**src/source/obi_settings.svh**
```systemverilog
// Fixed bus configuration for the system interconnect
// Include in any file that needs port counts or the address map
`ifndef OBI_SETTINGS_SVH
`define OBI_SETTINGS_SVH

// Port counts
`define OBI_NMASTER 3
`define OBI_NTARGET 3

// SRAM bank depth in 32-bit words
`define OBI_SRAM_WORDS 1024

// Address map, byte addresses
`define OBI_SRAM0_BASE 32'h0000_0000
`define OBI_SRAM1_BASE 32'h0001_0000
// 4 KiB window per bank
`define OBI_SRAM_SIZE 32'h0000_1000

// Default target for unmapped addresses
`define OBI_ERROR_IDX 2
`define OBI_ERROR_RDATA 32'hbadc_0ffe

`endif
```
**src/source/obi_pkg.sv**
```systemverilog
// Shared types for the OBI crossbar and its targets
// Modules import this for request, response and index types

package obi_pkg;

  // Byte address and data word
  typedef logic [31:0] addr_t;
  typedef logic [31:0] data_t;

  // One enable per byte lane
  typedef logic [3:0] be_t;

  // Port indices
  typedef logic [1:0] mst_idx_t;
  typedef logic [1:0] tgt_idx_t;

  // Master to target, 70 bits
  typedef struct packed {
    logic  req;
    logic  we;
    be_t   be;
    addr_t addr;
    data_t wdata;
  } obi_req_t;

  // Target to master, 34 bits
  // rvalid comes one cycle after the accepted request
  typedef struct packed {
    logic  gnt;
    logic  rvalid;
    data_t rdata;
  } obi_resp_t;

endpackage

```
**src/source/obi_xbar.sv**
```systemverilog
// Full crossbar between the bus masters and the targets
// Decoder per master, round-robin arbiter per target, responses routed back
`timescale 1ns/1ps
`include "obi_settings.svh"

module obi_xbar (
  input  logic                                     clk_i,
  input  logic                                     rst_n_i,

  input  obi_pkg::obi_req_t  [`OBI_NMASTER-1:0]    mst_req_i,
  output obi_pkg::obi_resp_t [`OBI_NMASTER-1:0]    mst_resp_o,

  output obi_pkg::obi_req_t  [`OBI_NTARGET-1:0]    tgt_req_o,
  input  obi_pkg::obi_resp_t [`OBI_NTARGET-1:0]    tgt_resp_i
);
  import obi_pkg::*;

  // Target chosen by each master's address
  tgt_idx_t [`OBI_NMASTER-1:0] dec_idx;

  // Per target: who asks, who wins
  logic [`OBI_NTARGET-1:0][`OBI_NMASTER-1:0] arb_req;
  logic [`OBI_NTARGET-1:0][`OBI_NMASTER-1:0] arb_gnt;
  mst_idx_t [`OBI_NTARGET-1:0]               arb_sel;

  // Accepted transfer per target and the master that owns its response
  logic [`OBI_NTARGET-1:0]     xfer;
  mst_idx_t [`OBI_NTARGET-1:0] owner_q;

  for (genvar m = 0; m < `OBI_NMASTER; m++) begin : gen_decode
    obi_addr_decode decode_i (
      .addr_i(mst_req_i[m].addr),
      .idx_o (dec_idx[m])
    );
  end

  for (genvar t = 0; t < `OBI_NTARGET; t++) begin : gen_target
    for (genvar m = 0; m < `OBI_NMASTER; m++) begin : gen_req
      assign arb_req[t][m] = mst_req_i[m].req && (dec_idx[m] == tgt_idx_t'(t));
    end

    obi_rr_arbiter arb_i (
      .clk_i  (clk_i),
      .rst_n_i(rst_n_i),
      .req_i  (arb_req[t]),
      .gnt_o  (arb_gnt[t]),
      .sel_o  (arb_sel[t])
    );

    assign xfer[t] = tgt_req_o[t].req && tgt_resp_i[t].gnt;
  end

  // Winner's fields go out as they are, req only if anyone asked
  always_comb begin
    for (int t = 0; t < `OBI_NTARGET; t++) begin
      tgt_req_o[t]     = mst_req_i[arb_sel[t]];
      tgt_req_o[t].req = |arb_req[t];
    end
  end

  always_ff @(posedge clk_i) begin
    if (!rst_n_i) begin
      owner_q <= '0;
    end else begin
      for (int t = 0; t < `OBI_NTARGET; t++) begin
        if (xfer[t]) begin
          owner_q[t] <= arb_sel[t];
        end
      end
    end
  end

  // A master has at most one response in flight, so no two targets collide
  always_comb begin
    for (int m = 0; m < `OBI_NMASTER; m++) begin
      mst_resp_o[m] = '0;
      for (int t = 0; t < `OBI_NTARGET; t++) begin
        if (arb_gnt[t][m] && tgt_resp_i[t].gnt) begin
          mst_resp_o[m].gnt = 1'b1;
        end
        if (tgt_resp_i[t].rvalid && (owner_q[t] == mst_idx_t'(m))) begin
          mst_resp_o[m].rvalid = 1'b1;
          mst_resp_o[m].rdata  = tgt_resp_i[t].rdata;
        end
      end
    end
  end

endmodule

```
**src/source/obi_rr_arbiter.sv**
```systemverilog
// Round-robin arbiter for one target port of the crossbar
// Grant is combinational, the priority pointer moves on each grant
`timescale 1ns/1ps
`include "obi_settings.svh"

module obi_rr_arbiter (
  input  logic                    clk_i,
  input  logic                    rst_n_i,
  input  logic [`OBI_NMASTER-1:0] req_i,
  output logic [`OBI_NMASTER-1:0] gnt_o,
  output obi_pkg::mst_idx_t       sel_o
);
  import obi_pkg::*;

  // Last granted master
  mst_idx_t last_q;
  logic     found;
  int       cand;

  // Search starts just above the last winner and wraps around
  always_comb begin
    found = 1'b0;
    sel_o = last_q;
    gnt_o = '0;
    cand  = 0;
    for (int off = 1; off <= `OBI_NMASTER; off++) begin
      cand = (int'(last_q) + off) % `OBI_NMASTER;
      if (!found && req_i[cand]) begin
        found = 1'b1;
        sel_o = mst_idx_t'(cand);
      end
    end
    if (found) begin
      gnt_o[sel_o] = 1'b1;
    end
  end

  // Reset to the last master so master 0 wins first
  always_ff @(posedge clk_i) begin
    if (!rst_n_i) begin
      last_q <= mst_idx_t'(`OBI_NMASTER - 1);
    end else if (found) begin
      last_q <= sel_o;
    end
  end

endmodule

```
**src/source/obi_addr_decode.sv**
```systemverilog
// Address decoder for one master port
// Picks the target index from the fixed address map, error target by default
`timescale 1ns/1ps
`include "obi_settings.svh"

module obi_addr_decode (
  input  obi_pkg::addr_t    addr_i,
  output obi_pkg::tgt_idx_t idx_o
);
  import obi_pkg::*;

  // Offsets into each window, unsigned wrap covers addresses below base
  addr_t off_sram0;
  addr_t off_sram1;

  assign off_sram0 = addr_i - `OBI_SRAM0_BASE;
  assign off_sram1 = addr_i - `OBI_SRAM1_BASE;

  always_comb begin
    if (off_sram0 < `OBI_SRAM_SIZE) begin
      idx_o = tgt_idx_t'(0);
    end else if (off_sram1 < `OBI_SRAM_SIZE) begin
      idx_o = tgt_idx_t'(1);
    end else begin
      // Unclaimed address
      idx_o = tgt_idx_t'(`OBI_ERROR_IDX);
    end
  end

endmodule

```
**config.mk**
```make
export PLATFORM = sky130hd
export DESIGN_NAME = obi_xbar
export DESIGN_NICKNAME = d
export VERILOG_FILES = /design/src/source/obi_pkg.sv /design/src/source/obi_xbar.sv /design/src/source/obi_rr_arbiter.sv /design/src/source/obi_addr_decode.sv
export VERILOG_INCLUDE_DIRS = /design/src /design/src/source
export SDC_FILE = /design/constraint.sdc
export NUM_CORES = 1
export LEC_CHECK = 0
export BUFFER_PORTS_ARGS = -buffer_cell sky130_fd_sc_hd__buf_2
export CAP_MARGIN = 25
export CORE_AREA = 2 2 243 245
export CTS_CLUSTER_SIZE = 25
export DETAILED_ROUTE_END_ITERATION = 6
export DIE_AREA = 0 0 245 247
export SYNTH_ARGS = -nofsm -noshare
export SYNTH_HDL_FRONTEND = slang
export SYNTH_HIERARCHICAL = 1
export SYNTH_SLANG_ARGS = --single-unit
```
**constraint.sdc**
```tcl
create_clock -name clk_i -period 9.37 [get_ports clk_i]
set_input_delay 2.811 -clock clk_i [delete_from_list [all_inputs] [get_ports clk_i]]
set_output_delay 2.811 -clock clk_i [all_outputs]
set_load 0.01 [all_outputs]
```
After elaboration in Yosys (flattened, before gate mapping) --
Index checks and enable logic that the tools add are counted.
Word-level totals: flip-flop bits (word level) 12, input port bits 314, logic and storage cells 198
Operators by class: add/sub/neg operators 12, divide/modulo/power cells 9, magnitude comparators 21, equal/unequal tests 12, muxes and demuxes 84, reduce and logical (&&, ||, !) cells 54
Operators by type and width (number):
- $bmux 70 s2 | 3
- $mux 33 | 9
- $lt 32x4->1 const B | 9
- $mod 32x3->32 const B | 9
- $mux 69 | 3
- $lt 32x13->1 const B | 6
- $sub 32x17->32 const B | 3
- $logic_and 1x1->1 | 39
- $mux 1 | 39
- $mux 2 | 15
- $add 2x2->3 const B | 6
- $bmux 1 s2 | 9
- $eq 2x1->1 const B | 6
- $eq 2x2->1 const B | 6
- $logic_not 2->1 | 6
- $add 2x1->3 const B | 3
- $lt 2x3->1 const B | 3
- $mux 3 | 3
- $reduce_or 3->1 | 3
- $demux 1 s2 | 3
- $ge 2x1->1 const B | 3
- $logic_not 1->1 | 6

Depth between registers and ports, before layout --
Gate-level depths: netlist of the first run.
depth in word-level cells 25, mapped depth 15, mapped depth without buffers 12

Hierarchy --
The synthesis of the first run kept the hierarchy.
Modules (own cells, without submodules):
- obi_xbar | times used 1, cells each 1194, area each 7093.1 um2, seq. area each 120.1 um2
- obi_rr_arbiter at gen_target[0].arb_i ... | times used 2, cells each 47, area each 355.3 um2, seq. area each 40.0 um2
- obi_rr_arbiter at gen_target[2].arb_i | times used 1, cells each 44, area each 311.5 um2, seq. area each 40.0 um2
- obi_addr_decode | times used 3, cells each 8, area each 61.3 um2, seq. area each 0.0 um2

Worst setup path after synthesis of the first run --
OpenSTA, ideal clock, no wires.
path type input-to-output, from input mst_req_i[52] (netlist name), to output tgt_req_o[59] (netlist name), arrival 5.949 ns, data required time 6.559 ns, setup slack 0.610 ns, stages 13, cell sequence or4_4 > nor4_2 > nand2_1 > nor3b_1 > mux2i_1 > o311ai_0 > o21ai_0 > nor2b_1 > buf_2 > buf_4 > buf_2 > nand2_1 > o21ai_0
RTL lines:
- start: declaration | line obi_xbar.sv:10 | input obi_pkg::obi_req_t [`OBI_NMASTER-1:0] mst_req_i,
- end: declaration | line obi_xbar.sv:13 | output obi_pkg::obi_req_t [`OBI_NTARGET-1:0] tgt_req_o,

==> out/qor.yml, run 1 <==
rows: 89
regArea_um2: 240
clkTransAtPathRegs_ns: 0.05
rr_endpoint: "owner_q[0]"
synth_warnings: 6
ys.flop_type: "dfxtp_1"
synth-simple-area-share_pct: 35.0
syn_to_final_growth_pct: 55.8
core-area_um2: 58200
cts_hold_buffers: 0
crit_fanout: 26
portBuffers: 625
synth_xor_area_share_pct: 0
synth_edf_count: 0
hp-start: "owner_q[5]"
netlist_area_um2: 8300
period_share_pct: 98.3
outcome: "complete, no violations"
die_area_um2: 60500
ff2ff_path_depth: 10
criticalPathCategory: "in2out"
totalPowerFinal_uw: 2260
maxCapViolCount: 0
worst_clock_skew_ns: 0.00605
drtIter0Drc: 874
endpoint_kind: "primary output"
cts_root_buf: "clkbuf_16"
min_period_ns: 9.21
hp-class: "reg2reg"
fillers: 6656
final_cells: 2736
r2r_slack_ns: 6.80
clock_sink_count: 12
dp.final_hpwl_um: 48200
wire_per_inst_um: 21.0
cp-start-kind: "input pin"
grt_pass1_vias: 11800
cts_buffers: 3
synth-compound-area-share_pct: 24.7
synth-seq-cells: 12
syn-num-nets: 1682
leakage_uw: 0.00609
fmax_mhz: 109
arrival_ns: 6.40
htreeDepth: 1
final_antenna_net_count: 0
muxShareOfSynthArea_pct: 26.3
vdd_drop_max_mv: 0.237
routed_wl_um: 57400
die_w_um: 245
multiInputGateArea_um2: 7450
synth-seq-area-share_pct: 2.89
place_inst: 2723
gp_congestion: 0.961
grt_max_degree: 71
mostFrequentLayoutCell: "buf_2"
yosysTopAreaCell: "mux2i_1"
avgViaCountPerCell: 4.72
yosys.area.top_type_share_pct: 26.3
cp.required_ns: 6.56
hold_viol_final: 0
layout-drive-gt1-share_pct: 40.6
synth.distinct_cells: 55
synth_cells: 1356
vias: 12900
final-setup-viol-count: 0
drc_errors: 0
ys_async_sr_fraction_pct: 0
cp-endpoint: "tgt_req_o[194]"
critical_path.startpoint: "mst_req_i[196]"
die_y_um: 247
tritoncts: "yes"
synth_top_family_by_area: "simple AND/OR/NAND/NOR gates"
grt_pass1_wl_um: 80400
clk_latency_ns: 0.25
finalMaxSlewViolations: 0
start_util_pct: 14.3
fin_nets: 2282
final_util_pct: 22.2
powerDensity_nw_per_um2: 175
crit-reg2reg-launch: "gen_target[0].arb_i/last_q[0]"
antenna_found_initial: 16
grt_usage_pct: 17.6
synth.avg_cell_area_um2: 6.12
slew_headroom_pct: 38.3
final_cell_mix: "buf_2 (625), nand2_1 (334), mux2i_1 (217), o21ai_0 (213), nor2_1 (111)"
grt-ovfl-total: 0
clk_path_buf_depth: 2
rsz0062_at_grt: "no"
synth.top_cells.by_area: "mux2i_1 (26%), nand2_1 (15%), o21ai_0 (13%)"
tightestPinTransition_ns: 0.918
dr.pass1.iters: 7
ioPinCount: 626
synthAdderAreaFrac_pct: 1.81
-- timing repair --
action,CTS,global route
setup buffers,0,0
setup endpoints to repair,4,103
pin swaps,0,3
gates resized for setup,7,15
-- report_power, final --
part / switching [uW] / internal, uW / total, uW / leakage [uW]
clock: 28.6 / 64.9 / 93.5 / 0.0000442
sequential: 5.70 / 57.6 / 63.3 / 0.0000975
combinational: 1290 / 821 / 2110 / 0.00595
-- flip-flops by register name, summed over array words and instances (netlist names) --
register / cells
gen_target.arb_i/last_q: 6
owner_q: 6
-- stage by stage --
stage / hold WS, ns / TNS (ns) / area [um2] / setup slack (ns)
after global routing: 0.516 / 0 / 12900 / 0.00415
after floorplan: 0.455 / 0 / 8300 / 0.610
final: 0.487 / 0 / 12900 / 0.163
after detailed placement: 0.483 / -1.05 / 12700 / -0.504
after global placement: 0.472 / -0.909 / 12700 / -0.471
after CTS: 0.489 / 0 / 12800 / 0.0371
-- cell families (layout without fill, tap and decap cells) --
kind of cell / Yosys count / after routing
AO/OA/AOI/OAI: 355 / 355
adder cells (fa/ha/maj): 12 / 12
buffers and inverters: 139 / 738
flip-flops: 12 / 12
multiplexers: 218 / 218
other: 0 / 8
AND/OR/NAND/NOR: 620 / 620
-- worst min path at each step --
stage / end / cells past startpoint
5_1_grt: owner_q[5] / 2
4_1_cts: owner_q[5] / 2
3_3_place_gp: owner_q[5] / 2
2_1_floorplan: owner_q[5] / 2
6_report: owner_q[5] / 2
3_5_place_dp: owner_q[5] / 2
-- critical path, stage by stage --
cell and delay (ns):
buf_2 0.14, or4_4 0.57, nor4_4 0.35, and3_4 0.25, and3b_1 0.19, a22o_1 0.21
a211o_1 0.31, and2_0 0.16, o32a_4 0.41, buf_12 0.18, mux2i_1 0.18, o21ai_0 0.33
buf_2 0.24
-- synth_stat cells, types with 4 or more instances --
master and number:
a21oi_1 6, a2bb2oi_1 4, a31oi_1 94, and2b_1 4
and3b_1 8, buf_1 4, buf_2 63, buf_4 16
buf_6 7, clkbuf_1 31, dfxtp_1 12, ha_1 12
inv_1 14, mux2i_1 218, nand2_1 334, nand2b_1 7
nand3_1 71, nand3_2 30, nand3b_1 5, nor2_1 111
nor2b_1 8, nor3_1 5, nor3b_1 4, o21ai_0 219
or4_1 9
-- area by class of cell --
| cell class | count | area share [%] |
|---|---|---|
| Multi-Input combinational cell | 1205 | 57.7 |
| Clock buffer | 4 | 0.687 |
| Inverter | 14 | 0.406 |
| Tap cell | 773 | 7.48 |
| Antenna cell | 8 | 0.155 |
| Sequential cell | 12 | 1.86 |
| Timing Repair Buffer | 720 | 31.8 |
-- per-layer routing --
metal / part of all wire [%] / wire length, um / GRT usage [%] / vias to the layer above
met4: 4.2 / 2410 / 6.22 / 12
met1: 41 / 23400 / 21.9 / 6061
met5: 0.13 / 73 / 0 / -
li1: - / - / - / 6046
met2: 47 / 27200 / 30.2 / 693
met3: 7.5 / 4310 / 3.00 / 94
(Power assumes the default switching activity.)
==> run 2, diff against run 1 <==
- ABC_AREA: default -> 1
- CORE_AREA: 2 2 243 245 -> 2 2 241 243
- DIE_AREA: 0 0 245 247 -> 0 0 243 245
==> run 2 against run 1 <==
Effect of this change:
- first-iteration DRC count up 49%
- clock skew down 0.0033 ns
- final cell count up 15%
- area after synthesis up 9.2%
- final area up 0.59%
- non-clock buffer count down 60
- routed wire length up 1.3%
- register-to-register slack about the same
- maximum frequency up 2.4%
- count of clock-buffer cells in the layout unchanged
- largest cell class unchanged
==> out/qor.yml, run 2 <==
period_share_pct: 96.0
hold_viol_final: 0
cp.required_ns: 6.56
clk_path_buf_depth: 2
crit_fanout: 51
layout-drive-gt1-share_pct: 32.3
routed_wl_um: 58100
synth.top_cells.by_area: "o21ai_0 (26%), a21oi_1 (15%), inv_1 (13%)"
grt-ovfl-total: 0
min_period_ns: 8.99
clk_latency_ns: 0.25
dp.final_hpwl_um: 46400
gp_congestion: 0.951
synth.avg_cell_area_um2: 4.89
grt_usage_pct: 18.0
post_cts_resized: 0
fillers: 6793
rows: 88
r2r_slack_ns: 6.79
syn-num-nets: 2178
criticalPathCategory: "in2out"
cts_buffers: 3
reg_top3: "gen_target.arb_i/last_q (6), owner_q (6)"
ys.flop_type: "dfxtp_1"
antenna_found_initial: 10
ff2ff_path_depth: 15
tightestPinTransition_ns: 0.777
wire_per_inst_um: 18.5
place_inst: 3129
grt_max_degree: 140
outcome: "complete, no violations"
die_area_um2: 59500
final-setup-viol-count: 0
htreeDepth: 1
fmax_mhz: 111
clkTransAtPathRegs_ns: 0.05
endpoint_kind: "primary output"
grt_pass1_vias: 13400
yosysMostFrequentCell: "o21ai_0"
maxCapViolCount: 0
synthTopCellsByCount: "o21ai_0 (464), inv_1 (318), a21oi_1 (279)"
cts_hold_buffers: 0
start_util_pct: 15.9
cts_root_buf: "clkbuf_16"
portBuffers: 625
hp-start: "owner_q[4]"
vias: 15200
ioPinCount: 626
arrival_ns: 6.18
synth-seq-cells: 12
drtIter0Drc: 1303
final_cell_mix: "buf_2 (625), o21ai_0 (464), inv_1 (318), a21oi_1 (279), nand3_1 (168)"
drc_errors: 0
final_cells: 3143
dr.pass1.iters: 7
ys_async_sr_fraction_pct: 0
die_w_um: 243
critical_path.startpoint: "mst_req_i[196]"
synth-seq-area-share_pct: 2.65
tritoncts: "yes"
fin_hold_ws_ns: 0.537
rr_endpoint: "owner_q[0]"
final_antenna_net_count: 0
synth_warnings: 6
mostFrequentLayoutCell: "buf_2"
fin_nets: 2695
synth.distinct_cells: 31
yosysTopAreaCell: "o21ai_0"
yosys.area.top_type_share_pct: 25.6
syn_to_final_growth_pct: 43.5
cts_setup_buffers: 0
grt_pass1_wl_um: 83800
hp-class: "reg2reg"
min_to: "owner_q[4]"
avgViaCountPerCell: 4.83
crit-reg2reg-launch: "gen_target[0].arb_i/last_q[0]"
clock_sink_count: 12
hold_path_depth: 2
rsz0062_at_grt: "no"
final.setup.tns_ns: 0
slew_headroom_pct: 48.1
die_y_um: 245
finalMaxSlewViolations: 0
worst_clock_skew_ns: 0.00272
netlist_area_um2: 9060
core-area_um2: 57000
synth_cells: 1852
synth_edf_count: 0
cp-start-kind: "input pin"
==> run 2: layer usage <==
metal	up-vias	track usage (%)	wire (um)	share of wire, %
li1	7242	-	-	-
met1	6929	22.3	23200	40
met2	906	30.0	27100	47
met3	117	3.49	4770	8.2
met4	2	8.48	3020	5.2
met5	-	0	13	0.022
==> run 2: cell type report <==
class / instances / area (um2) / share of cell area [%]
Timing Repair Buffer: 660 / 3490 / 26.8
Inverter: 333 / 1260 / 9.67
Multi-Input combinational cell: 1359 / 6950 / 53.4
Antenna cell: 10 / 25.0 / 0.192
Tap cell: 765 / 957 / 7.36
Sequential cell: 12 / 240 / 1.85
Clock buffer: 4 / 88.8 / 0.683
==> run 2: worst max path at each step <==
| stage | to | slack [ns] | depth (start not counted) |
|---|---|---|---|
| 2_1_floorplan | tgt_req_o[199] | 1.43 | 25 |
| 3_3_place_gp | tgt_req_o[84] | 0.47 | 26 |
| 3_5_place_dp | tgt_req_o[67] | 0.47 | 21 |
| 4_1_cts | tgt_req_o[67] | 0.46 | 21 |
| 5_1_grt | tgt_req_o[67] | 0.09 | 21 |
| 6_report | tgt_req_o[166] | 0.38 | 24 |
==> run 2: cell families (layout without fill, tap and decap cells) <==
logic type / Yosys count / after routing / share of synthesized area (%)
compound gates: 797 / 797 / 44.6
fa+ha+maj: 12 / 12 / 1.66
simple gates: 550 / 550 / 29.8
buf+inv: 481 / 997 / 21.3
other cells: 0 / 10 / 0
flops: 12 / 12 / 2.65
==> run 2: critical path, cell delays in order <==
cell and delay (ns):
buf_2 0.14, nor2_1 0.21, nand2_1 0.10, nor2_2 0.10, nand2_1 0.06, nand2_1 0.05
nand2_1 0.07, nand3_2 0.09, nand2_1 0.06, inv_1 0.08, nand3_1 0.12, inv_1 0.16
inv_2 0.05, o21ai_1 0.20, nand2_4 0.11, nand3_1 0.11, nand2_2 0.08, nor2_2 0.12
nor2_2 0.06, inv_4 0.15, nand2_2 0.18, buf_12 0.22, o21ai_0 0.53, buf_2 0.24
==> run 2: stage by stage <==
| step | cell area, um2 | setup slack, ns | utilization [%] |
|---|---|---|---|
| floorplan | 9060 | 1.43 | - |
| global placement | 12900 | 0.471 | 22.6 |
| detailed placement | 12900 | 0.475 | 22.6 |
| CTS | 13000 | 0.461 | 22.8 |
| global route | 13000 | 0.0923 | 22.8 |
| finish | 13000 | 0.378 | 22.8 |
Power of run 2 is not shown: default switching activity piles up to over one toggle a cycle in this logic, so the estimate is an artifact.
